==> config.mk <==
export PLATFORM = sky130hd
export DESIGN_NAME = face_detect_top
export DESIGN_NICKNAME = d
export VERILOG_FILES = /design/src/fd_pkg.sv /design/src/frame_scanner.sv /design/src/pixel_resizer.sv /design/src/integral_builder.sv /design/src/haar_database.sv /design/src/cascade_eval.sv /design/src/face_detect_top.sv
export SDC_FILE = /design/constraint.sdc
export NUM_CORES = 2
export LEC_CHECK = 0
export CELL_PAD_IN_SITES_DETAIL_PLACEMENT = 0
export CELL_PAD_IN_SITES_GLOBAL_PLACEMENT = 1
export CORE_ASPECT_RATIO = 0.8
export CORE_MARGIN = 2
export CORE_UTILIZATION = 55
export CTS_CLUSTER_DIAMETER = 80
export DETAILED_ROUTE_END_ITERATION = 10
export DONT_BUFFER_PORTS = 1
export HOLD_SLACK_MARGIN = 0.02
export PLACE_DENSITY = 0.87
export SYNTH_ARGS = -nofsm -noshare
export SYNTH_HDL_FRONTEND = slang
export SYNTH_HIERARCHICAL = 1
export SYNTH_SLANG_ARGS = --single-unit
==> constraint.sdc <==
create_clock -name clk_os -period 12.9 [get_ports clk_os]
set_input_delay 1.29 -clock clk_os [delete_from_list [all_inputs] [get_ports clk_os]]
set_output_delay 1.29 -clock clk_os [all_outputs]
set_load 0.03 [all_outputs]
==> src/fd_pkg.sv <==
package fd_pkg;

	// ~~~~~~~~~~~~~~~~~~~~~~~~~~~~~~~~~~~~~~~~~~~~~~~~~~~~~~~~~~~~~~~~~~~~~~~~~
	// frame geometry
	// ~~~~~~~~~~~~~~~~~~~~~~~~~~~~~~~~~~~~~~~~~~~~~~~~~~~~~~~~~~~~~~~~~~~~~~~~~
	localparam int ORI_W        = 16;          // camera frame width.
	localparam int ORI_H        = 16;
	localparam int RES_W        = ORI_W / 2;   // 2:1 box resize.
	localparam int RES_H        = ORI_H / 2;
	localparam int WIN_SIZE     = 4;           // square search window side.
	localparam int NUM_FEATURES = 4;

	localparam int PIX_W = 8;
	localparam int II_W  = 14;                 // holds 64 * 255.
	localparam int SUM_W = 13;                 // rectangle difference and stage totals.
	localparam int VAL_W = 6;                  // feature votes and stage thresholds.

	typedef logic [3:0]                        coord_t;
	typedef logic [$clog2(NUM_FEATURES)-1:0]   feat_idx_t;
	typedef logic signed [SUM_W-1:0]           sum_t;
	typedef logic signed [VAL_W-1:0]           val_t;

	typedef struct packed {
		logic [PIX_W-1:0] pixel;
		coord_t           x;
		coord_t           y;
	} pix_beat_t;

	// rectangles are relative to the window origin.
	typedef struct packed {
		logic [2:0] x;
		logic [2:0] y;
		logic [2:0] w;
		logic [2:0] h;
	} rect_t;

	typedef struct packed {
		rect_t rect_a;                         // summed with a plus sign.
		rect_t rect_b;                         // summed with a minus sign.
		sum_t  threshold;
		val_t  pass_val;
		val_t  fail_val;
		val_t  stage_thresh;                   // only read on the last feature of a stage.
		logic  last_in_stage;
		logic  last_feature;
	} haar_feature_t;

endpackage

==> src/frame_scanner.sv <==
module frame_scanner
	import fd_pkg::*;
#(
	parameter int ORI_W = fd_pkg::ORI_W,
	parameter int ORI_H = fd_pkg::ORI_H,
	parameter int PIX_W = fd_pkg::PIX_W
)
(
	input  logic             clk_os,
	input  logic             i_rst_n,
	input  logic             i_pixel_valid,
	input  logic [PIX_W-1:0] i_pixel,
	input  logic             i_frame_done,
	output logic             o_pixel_request,
	output pix_beat_t        o_beat,
	output logic             o_beat_valid
);

	coord_t ori_x_q;
	coord_t ori_y_q;
	logic   frame_full_q;
	logic   accept;
	logic   last_pixel;

	assign accept          = i_pixel_valid && o_pixel_request;
	assign last_pixel      = (ori_x_q == coord_t'(ORI_W - 1)) && (ori_y_q == coord_t'(ORI_H - 1));
	assign o_pixel_request = ~frame_full_q;   // held low while the cascade searches.

	// ~~~~~~~~~~~~~~~~~~~~~~~~~~~~~~~~~~~~~~~~~~~~~~~~~~~~~~~~~~~~~~~~~~~~~~~~~
	// coordinate iteration
	// ~~~~~~~~~~~~~~~~~~~~~~~~~~~~~~~~~~~~~~~~~~~~~~~~~~~~~~~~~~~~~~~~~~~~~~~~~
	always_ff @(posedge clk_os)
	begin
		if (!i_rst_n)
		begin
			ori_x_q      <= '0;
			ori_y_q      <= '0;
			frame_full_q <= 1'b0;
			o_beat_valid <= 1'b0;
		end
		else
		begin
			o_beat_valid <= accept;
			if (accept)
			begin
				if (ori_x_q == coord_t'(ORI_W - 1))
				begin
					ori_x_q <= '0;
					if (ori_y_q == coord_t'(ORI_H - 1))
						ori_y_q <= '0;
					else
						ori_y_q <= ori_y_q + 1'b1;
				end
				else
					ori_x_q <= ori_x_q + 1'b1;
				if (last_pixel)
					frame_full_q <= 1'b1;   // 256th beat closes the frame.
			end
			if (i_frame_done)
				frame_full_q <= 1'b0;
		end
	end

	always_ff @(posedge clk_os)
	begin
		if (accept)
			o_beat <= '{pixel: i_pixel, x: ori_x_q, y: ori_y_q};
	end

	a_no_beat_while_full: assert property (@(posedge clk_os) disable iff (!i_rst_n)
		i_pixel_valid |-> o_pixel_request)
		else $error("pixel beat sent while the request level is low");

endmodule

==> src/pixel_resizer.sv <==
module pixel_resizer
	import fd_pkg::*;
#(
	parameter int ORI_W = fd_pkg::ORI_W,
	parameter int ORI_H = fd_pkg::ORI_H,
	parameter int PIX_W = fd_pkg::PIX_W
)
(
	input  logic      clk_os,
	input  logic      i_rst_n,
	input  pix_beat_t i_beat,
	input  logic      i_beat_valid,
	output pix_beat_t o_res_beat,
	output logic      o_res_valid
);

	localparam int LINE_AW = $clog2(RES_W);

	// the resized geometry comes from the package, so the ratio has to hold.
	if (ORI_W != 2 * RES_W || ORI_H != 2 * RES_H)
	begin : g_bad_ratio
		$error("pixel_resizer expects a 2:1 ratio to the package geometry.");
	end

	logic [PIX_W-1:0]   left_q;               // even-column pixel of the current pair.
	logic [PIX_W:0]     line_q [RES_W];       // pair sums of the even row above.
	logic [PIX_W:0]     pair_sum;
	logic [PIX_W+1:0]   block_sum;
	logic [LINE_AW-1:0] line_idx;
	logic               odd_col;
	logic               odd_row;

	assign odd_col   = i_beat.x[0];
	assign odd_row   = i_beat.y[0];
	assign line_idx  = LINE_AW'(i_beat.x >> 1);
	assign pair_sum  = {1'b0, left_q} + {1'b0, i_beat.pixel};
	assign block_sum = {1'b0, line_q[line_idx]} + {1'b0, pair_sum};

	always_ff @(posedge clk_os)
	begin
		if (!i_rst_n)
			o_res_valid <= 1'b0;
		else
			o_res_valid <= i_beat_valid && odd_col && odd_row;
	end

	// ~~~~~~~~~~~~~~~~~~~~~~~~~~~~~~~~~~~~~~~~~~~~~~~~~~~~~~~~~~~~~~~~~~~~~~~~~
	// 2 x 2 box average
	// ~~~~~~~~~~~~~~~~~~~~~~~~~~~~~~~~~~~~~~~~~~~~~~~~~~~~~~~~~~~~~~~~~~~~~~~~~
	always_ff @(posedge clk_os)
	begin
		if (i_beat_valid)
		begin
			if (!odd_col)
				left_q <= i_beat.pixel;
			else if (!odd_row)
				line_q[line_idx] <= pair_sum;   // park the upper pair.
			else
				o_res_beat <= '{pixel: block_sum[PIX_W+1:2],
					x: i_beat.x >> 1,
					y: i_beat.y >> 1};          // truncating divide by four.
		end
	end

endmodule

==> src/integral_builder.sv <==
module integral_builder
	import fd_pkg::*;
(
	input  logic            clk_os,
	input  logic            i_rst_n,
	input  pix_beat_t       i_res_beat,
	input  logic            i_res_valid,
	input  coord_t          i_rd_x,
	input  coord_t          i_rd_y,
	output logic [II_W-1:0] o_rd_data,
	output logic            o_ii_ready
);

	localparam int ADDR_W = $clog2(RES_W * RES_H);

	logic [II_W-1:0]   ii_mem [RES_W * RES_H];   // unpadded 8 x 8 integral image.
	pix_beat_t         wr_q;
	logic              wr_valid_q;
	logic              seen_q;                   // a beat has been written since reset.
	logic [II_W-1:0]   row_sum_q;
	logic [II_W-1:0]   row_next;
	logic [II_W-1:0]   above;
	logic [ADDR_W-1:0] wr_addr;
	logic [ADDR_W-1:0] res_addr;
	logic [ADDR_W-1:0] rd_addr;

	assign wr_addr  = ADDR_W'(wr_q.y * RES_W + wr_q.x);
	assign res_addr = ADDR_W'(i_res_beat.y * RES_W + i_res_beat.x);
	assign rd_addr  = ADDR_W'((i_rd_y - 1'b1) * RES_W + (i_rd_x - 1'b1));
	assign row_next = (wr_q.x == '0 ? '0 : row_sum_q) + II_W'(wr_q.pixel);
	assign above    = (wr_q.y == '0) ? '0 : ii_mem[ADDR_W'(wr_addr - RES_W)];

	always_ff @(posedge clk_os)
	begin
		if (!i_rst_n)
		begin
			wr_valid_q <= 1'b0;
			seen_q     <= 1'b0;
			o_ii_ready <= 1'b0;
		end
		else
		begin
			wr_valid_q <= i_res_valid;
			seen_q     <= seen_q | wr_valid_q;
			o_ii_ready <= wr_valid_q && (wr_addr == ADDR_W'(RES_W * RES_H - 1));
		end
	end

	always_ff @(posedge clk_os)
	begin
		if (i_res_valid)
			wr_q <= i_res_beat;
		if (wr_valid_q)
		begin
			row_sum_q        <= row_next;
			ii_mem[wr_addr] <= row_next + above;   // II(x,y) = row sum + entry above.
		end
		// padded read port, row 0 and column 0 read as zero.
		o_rd_data <= (i_rd_x == '0 || i_rd_y == '0) ? '0 : ii_mem[rd_addr];
	end

	a_raster_order: assert property (@(posedge clk_os) disable iff (!i_rst_n)
		i_res_valid && seen_q |-> res_addr == ADDR_W'(wr_addr + 1'b1))
		else $error("resized beat out of raster order");

endmodule

==> src/haar_database.sv <==
module haar_database
	import fd_pkg::*;
(
	input  feat_idx_t     i_feat_idx,
	output haar_feature_t o_feature
);

	localparam logic [2:0] FULL = 3'(WIN_SIZE);
	localparam logic [2:0] HALF = 3'(WIN_SIZE / 2);

	function automatic rect_t mk_rect(input logic [2:0] x, input logic [2:0] y,
		input logic [2:0] w, input logic [2:0] h);
		rect_t r;
		r = '{x: x, y: y, w: w, h: h};
		return r;
	endfunction

	// ~~~~~~~~~~~~~~~~~~~~~~~~~~~~~~~~~~~~~~~~~~~~~~~~~~~~~~~~~~~~~~~~~~~~~~~~~
	// feature table, stage 0 is features 0 and 1, stage 1 is 2 and 3
	// ~~~~~~~~~~~~~~~~~~~~~~~~~~~~~~~~~~~~~~~~~~~~~~~~~~~~~~~~~~~~~~~~~~~~~~~~~
	always_comb
	begin
		o_feature = '0;
		case (i_feat_idx)
			2'd0:
			begin
				o_feature.rect_a    = mk_rect(3'd0, 3'd0, FULL, HALF);   // top half.
				o_feature.rect_b    = mk_rect(3'd0, HALF, FULL, HALF);   // bottom half.
				o_feature.threshold = 13'sd32;
				o_feature.pass_val  = 6'sd2;
				o_feature.fail_val  = -6'sd1;
			end
			2'd1:
			begin
				o_feature.rect_a        = mk_rect(3'd0, 3'd0, HALF, FULL);   // left half.
				o_feature.rect_b        = mk_rect(HALF, 3'd0, HALF, FULL);
				o_feature.threshold     = -13'sd16;
				o_feature.pass_val      = 6'sd1;
				o_feature.fail_val      = -6'sd1;
				o_feature.stage_thresh  = 6'sd2;
				o_feature.last_in_stage = 1'b1;
			end
			2'd2:
			begin
				o_feature.rect_a    = mk_rect(3'd0, 3'd1, FULL, 3'd2);   // centre rows.
				o_feature.rect_b    = mk_rect(3'd0, 3'd0, FULL, 3'd1);   // top row.
				o_feature.threshold = 13'sd0;
				o_feature.pass_val  = 6'sd1;
				o_feature.fail_val  = -6'sd2;
			end
			default:
			begin
				o_feature.rect_a        = mk_rect(3'd0, 3'd0, FULL, FULL);
				o_feature.rect_b        = mk_rect(3'd0, 3'd0, 3'd1, FULL);   // left column.
				o_feature.threshold     = 13'sd64;
				o_feature.pass_val      = 6'sd1;
				o_feature.fail_val      = -6'sd1;
				o_feature.stage_thresh  = 6'sd1;
				o_feature.last_in_stage = 1'b1;
				o_feature.last_feature  = 1'b1;
			end
		endcase
	end

endmodule

==> src/cascade_eval.sv <==
module cascade_eval
	import fd_pkg::*;
(
	input  logic            clk_os,
	input  logic            i_rst_n,
	input  logic            i_ii_ready,
	input  logic [II_W-1:0] i_rd_data,
	input  haar_feature_t   i_feature,
	output coord_t          o_rd_x,
	output coord_t          o_rd_y,
	output feat_idx_t       o_feat_idx,
	output logic            o_candidate,
	output coord_t          o_cand_x,
	output coord_t          o_cand_y,
	output logic            o_frame_done
);

	localparam coord_t WIN_LAST_X = coord_t'(RES_W - WIN_SIZE);
	localparam coord_t WIN_LAST_Y = coord_t'(RES_H - WIN_SIZE);

	typedef enum logic [1:0] {S_IDLE, S_READ, S_EVAL, S_NEXT} state_t;

	state_t     state_q;
	coord_t     wx_q;
	coord_t     wy_q;
	feat_idx_t  feat_q;
	logic [3:0] step_q;          // 0..7 issue corner reads and 1..8 take their data.
	logic       neg_q;           // sign of the corner read in flight.
	sum_t       diff_q;          // rect_a sum minus rect_b sum.
	sum_t       stage_q;
	rect_t      rect;
	logic [1:0] corner;
	sum_t       rd_val;
	sum_t       feat_thr;
	val_t       stage_thr;
	val_t       contrib;
	sum_t       stage_next;

	// corner 0 is (x+w, y+h), 1 is (x, y+h), 2 is (x+w, y), 3 is (x, y).
	assign corner     = step_q[1:0];
	assign rect       = step_q[2] ? i_feature.rect_b : i_feature.rect_a;
	assign o_rd_x     = wx_q + coord_t'(rect.x) + (corner[0] ? 4'd0 : coord_t'(rect.w));
	assign o_rd_y     = wy_q + coord_t'(rect.y) + (corner[1] ? 4'd0 : coord_t'(rect.h));
	assign o_feat_idx = feat_q;

	// partial sums wrap in SUM_W bits but the finished difference always fits.
	assign rd_val     = sum_t'(i_rd_data);
	assign feat_thr   = i_feature.threshold;
	assign stage_thr  = i_feature.stage_thresh;
	assign contrib    = (diff_q >= feat_thr) ? i_feature.pass_val : i_feature.fail_val;
	assign stage_next = stage_q + contrib;

	// ~~~~~~~~~~~~~~~~~~~~~~~~~~~~~~~~~~~~~~~~~~~~~~~~~~~~~~~~~~~~~~~~~~~~~~~~~
	// window / feature / corner FSM
	// ~~~~~~~~~~~~~~~~~~~~~~~~~~~~~~~~~~~~~~~~~~~~~~~~~~~~~~~~~~~~~~~~~~~~~~~~~
	always_ff @(posedge clk_os)
	begin
		if (!i_rst_n)
		begin
			state_q      <= S_IDLE;
			wx_q         <= '0;
			wy_q         <= '0;
			feat_q       <= '0;
			step_q       <= '0;
			neg_q        <= 1'b0;
			diff_q       <= '0;
			stage_q      <= '0;
			o_candidate  <= 1'b0;
			o_frame_done <= 1'b0;
		end
		else
		begin
			o_candidate  <= 1'b0;
			o_frame_done <= 1'b0;
			case (state_q)
				S_IDLE:
				if (i_ii_ready)
				begin
					{wx_q, wy_q, feat_q, step_q, stage_q} <= '0;
					state_q <= S_READ;
				end
				S_READ:
				begin
					neg_q <= corner[0] ^ corner[1] ^ step_q[2];   // rect_b flips the sign.
					if (step_q == 4'd0)
						diff_q <= '0;
					else
						diff_q <= neg_q ? diff_q - rd_val : diff_q + rd_val;
					step_q <= (step_q == 4'd8) ? 4'd0 : step_q + 1'b1;
					if (step_q == 4'd8)
						state_q <= S_EVAL;
				end
				S_EVAL:
				if (i_feature.last_in_stage && stage_next < stage_thr)
					state_q <= S_NEXT;                // a failed stage drops the window.
				else if (i_feature.last_feature)
				begin
					o_candidate <= 1'b1;
					o_cand_x    <= wx_q;
					o_cand_y    <= wy_q;
					state_q     <= S_NEXT;
				end
				else
				begin
					feat_q  <= feat_q + 1'b1;
					stage_q <= i_feature.last_in_stage ? '0 : stage_next;
					state_q <= S_READ;
				end
				default:
				begin
					feat_q  <= '0;
					stage_q <= '0;
					state_q <= S_READ;
					if (wx_q != WIN_LAST_X)
						wx_q <= wx_q + 1'b1;
					else
					begin
						wx_q <= '0;
						wy_q <= wy_q + 1'b1;
						if (wy_q == WIN_LAST_Y)
						begin
							o_frame_done <= 1'b1;   // last window (4, 4) is done.
							state_q      <= S_IDLE;
						end
					end
				end
			endcase
		end
	end

	a_ready_while_idle: assert property (@(posedge clk_os) disable iff (!i_rst_n)
		i_ii_ready |-> state_q == S_IDLE)
		else $error("integral image ready while a window search is still running");

endmodule

==> src/face_detect_top.sv <==
module face_detect_top
	import fd_pkg::*;
#(
	parameter int ORI_W = fd_pkg::ORI_W,
	parameter int ORI_H = fd_pkg::ORI_H,
	parameter int PIX_W = fd_pkg::PIX_W
)
(
	input  logic             clk_os,
	input  logic             i_rst_n,
	input  logic             i_pixel_valid,
	input  logic [PIX_W-1:0] i_pixel,
	output logic             o_pixel_request,
	output logic             o_candidate,
	output coord_t           o_cand_x,
	output coord_t           o_cand_y,
	output logic             o_frame_done
);

	pix_beat_t       scan_beat;
	logic            scan_valid;
	pix_beat_t       res_beat;
	logic            res_valid;
	coord_t          ii_rd_x;
	coord_t          ii_rd_y;
	logic [II_W-1:0] ii_rd_data;
	logic            ii_ready;
	feat_idx_t       feat_idx;
	haar_feature_t   feature;

	frame_scanner #(.ORI_W(ORI_W), .ORI_H(ORI_H), .PIX_W(PIX_W)) i_frame_scanner (
		.clk_os(clk_os), .i_rst_n(i_rst_n), .i_pixel_valid(i_pixel_valid),
		.i_pixel(i_pixel), .i_frame_done(o_frame_done), .o_pixel_request(o_pixel_request),
		.o_beat(scan_beat), .o_beat_valid(scan_valid));

	pixel_resizer #(.ORI_W(ORI_W), .ORI_H(ORI_H), .PIX_W(PIX_W)) i_pixel_resizer (
		.clk_os(clk_os), .i_rst_n(i_rst_n), .i_beat(scan_beat), .i_beat_valid(scan_valid),
		.o_res_beat(res_beat), .o_res_valid(res_valid));

	integral_builder i_integral_builder (
		.clk_os(clk_os), .i_rst_n(i_rst_n), .i_res_beat(res_beat), .i_res_valid(res_valid),
		.i_rd_x(ii_rd_x), .i_rd_y(ii_rd_y), .o_rd_data(ii_rd_data), .o_ii_ready(ii_ready));

	haar_database i_haar_database (.i_feat_idx(feat_idx), .o_feature(feature));

	cascade_eval i_cascade_eval (
		.clk_os(clk_os), .i_rst_n(i_rst_n), .i_ii_ready(ii_ready), .i_rd_data(ii_rd_data),
		.i_feature(feature), .o_rd_x(ii_rd_x), .o_rd_y(ii_rd_y), .o_feat_idx(feat_idx),
		.o_candidate(o_candidate), .o_cand_x(o_cand_x), .o_cand_y(o_cand_y),
		.o_frame_done(o_frame_done));

endmodule

==> qor.yml <==
sta:
  setup_slack_ps: 5765
  rsz0062_at_grt: "false"
  fmax_mhz: 140.1
  drv_slew: 2
  setup_viol: 0
  holdWs_ps: 419.1
  finalHoldViolations: 0
  max_slew_margin_pct: -2.913
  fin_crit_ps: 7136
  tns_ps: 0
  fin_crit_sh_pct: 55.31
  fin_skew_ps: 62.68
  worst_pin_slew_ps: 1534
clock_tree:
  cts_hold_buffers: 0
  numCtsBuffers: 103
  clk_transition_reported_paths_ps: 60
  cts-root-buf: "clkbuf_16"
  cts_resized: 0
  insertion_delay_ps: 720
  cts_tree: "built"
  clock_sinks: 1050
  clk_path_buf_depth: 3
  post_cts_buffers: 0
  htreeDepth: 3
pwr:
  share_comb_of_total_power_pct: 26.1
  leakage_nw: 18.94
  power.switching_w: 0.002780
  p_per_area_nw_per_um2: 168.1
  vdd_ir_drop_max_mv: 0.1422
  power.internal_w: 0.006765
  pwr-share-seq_pct: 40.3
  swShare_pct: 29.13
  p_clk_share_pct: 33.7
place:
  preCtsSetupSlack_ps: 5904
  dp_hpwl_um: 96440
  dp.cells: 4450
  gp_congestion: 1.027
  port_buffers: 0
grt:
  grt_max_degree: 112
  grt_pass1_vias: 32910
  grt_overflow: 0
  track_usage_pct: 32.41
  antenna_found_initial: 13
  grt_pass1_wl_um: 226000
setup_path:
  crit_buf_inv: 4
  critical_path_class: "flop to flop"
  slowest_stage: "nor2_1"
  path_delay_family: "compound AO/OA/AOI/OAI gates"
  endpoint_kind: "flop"
  crit_chain: "buf_4 -> buf_4 -> nand2_1 -> nor2_1 -> buf_4 -> a221oi_1 -> a211oi_1 -> a21oi_1 -> a211oi_1 -> ha_2 -> fa_2 -> a21o_1 -> a21oi_1 -> o21ai_1 -> a31o_2 -> a211oi_1 -> o21bai_1 -> a21oi_1 -> xnor2_2 -> buf_4"
  arrival_ps: 7530
  max_stage_delay_ps: 730
  required_ps: 13290
  critPathLaunchType: "flop"
  cp_max_fo: 64
  cp_common_cell: "buf_4"
die:
  fp-row-count: 100
  die_height_um: 277.7
  die_area_um2: 96140
  start_util_pct: 55.41
  num_io_pins: 22
  die_w_um: 346.2
  core_um2: 92960
final_layout:
  nNetsFinal: 3463
  stdcell_count: 4657
  area_growth_pct: 10.23
  drive_gt1_share_pct: 20.91
  fin_util_pct: 61.08
route:
  drtIter0Drc: 5332
  route.detailed.drc: 0
  routed_via_density: 7.179
  vias: 33430
  post_drt_wl_per_cell_um: 33.49
  first_pass_iters: 9
  routed_wl_um: 156000
  ant_nets: 0
synthesis:
  avgSynthCellArea_um2: 15.40
  yosysWarnings: 6
  synth_area_um2: 51510
  syn_inst: 3346
outcome:
  violations: "capacitance limit, slew limit"
  status: "complete, but fails checks"
flow_run:
  cap_violations: 1
hold_path:
  hp-class: "flop to flop"
## metrics by stage
step / power [W] / area, um^2
finish: 0.009545 / 56780
global route: 0.009775 / 56750
CTS: 0.009478 / 56750
detailed placement: 0.006297 / 53060
global placement: 0.006254 / 53060
floorplan: 0.005557 / 51620
## worst paths after layout
path	start	endpoint	slack [ps]	cells after the start
setup / recovery	i_integral_builder/wr_q[4]	i_integral_builder/ii_mem[63][12]	5760	20
hold / removal	i_pixel_resizer/o_res_beat[13]	i_integral_builder/wr_q[13]	420	0
setup reg to reg	i_integral_builder/wr_q[4]	i_integral_builder/ii_mem[63][12]	5760	20
hold reg to reg	i_pixel_resizer/o_res_beat[13]	i_integral_builder/wr_q[13]	420	0
## per-layer routing
layer | routed length (um) | global-route usage (%) | up-vias
met5 | 61 | 0 | -
met3 | 27310 | 15.14 | 692
li1 | - | - | 13300
met2 | 66530 | 46.07 | 3003
met4 | 9743 | 16.39 | 10
met1 | 52310 | 41.83 | 16430
## state kept, by name (all words and copies together), names as in the netlist, 8 cells and up
| signal | cells |
|---|---|
| i_integral_builder/ii_mem | 832 |
| i_pixel_resizer/line_q | 72 |
| i_frame_scanner/o_beat | 16 |
| i_integral_builder/wr_q | 16 |
| i_pixel_resizer/o_res_beat | 14 |
| i_cascade_eval/diff_q | 13 |
| i_cascade_eval/stage_q | 13 |
| i_integral_builder/o_rd_data | 13 |
| i_integral_builder/row_sum_q | 13 |
| i_pixel_resizer/left_q | 8 |
## cell type report
class                      instances  area (um^2)
multi-input combinational       1959        19360
tap                             1224         1531
inverter                          91        349.1
antenna                           13        32.53
fill                            6471        36180
clock buffer                     122         2751
timing repair buffer             126         1008
sequential                      1050        30820
clock inverter                    72        934.6
## power groups by stage
stage               sequential [W]  clock (W)  combinational (W)
floorplan                  0.00391          0            0.00164
global placement           0.00391          0            0.00234
detailed placement         0.00392          0            0.00238
CTS                        0.00384    0.00324            0.00239
global route               0.00385    0.00337            0.00255
finish                     0.00384    0.00321            0.00249
## layout by cell type, fill, tap and decap left out, types with 12 or more instances in the layout
cell,n
xnor2_1,47
buf_4,121
mux2_1,46
nand2b_1,20
mux2i_1,127
o21ai_0,68
diode_2,13
xor2_1,22
clkinv_2,19
mux4_2,337
a211oi_1,37
o22ai_1,23
nand2_1,147
edfxtp_1,979
mux2_2,22
a221oi_1,69
and2_1,38
and3_1,14
bufinv_16,16
a21oi_1,153
a21o_1,19
fa_1,13
nor2_1,195
inv_1,87
nor2b_1,36
conb_1,30
a221o_1,13
nand3_1,17
o21ai_1,47
a22o_1,34
clkinv_1,18
nor3_1,41
clkbuf_16,105
ha_1,103
dfxtp_1,71
a31oi_1,14
nor2_2,13
a311oi_1,12
a22oi_1,41
Power figures use the tool's default switching activity.
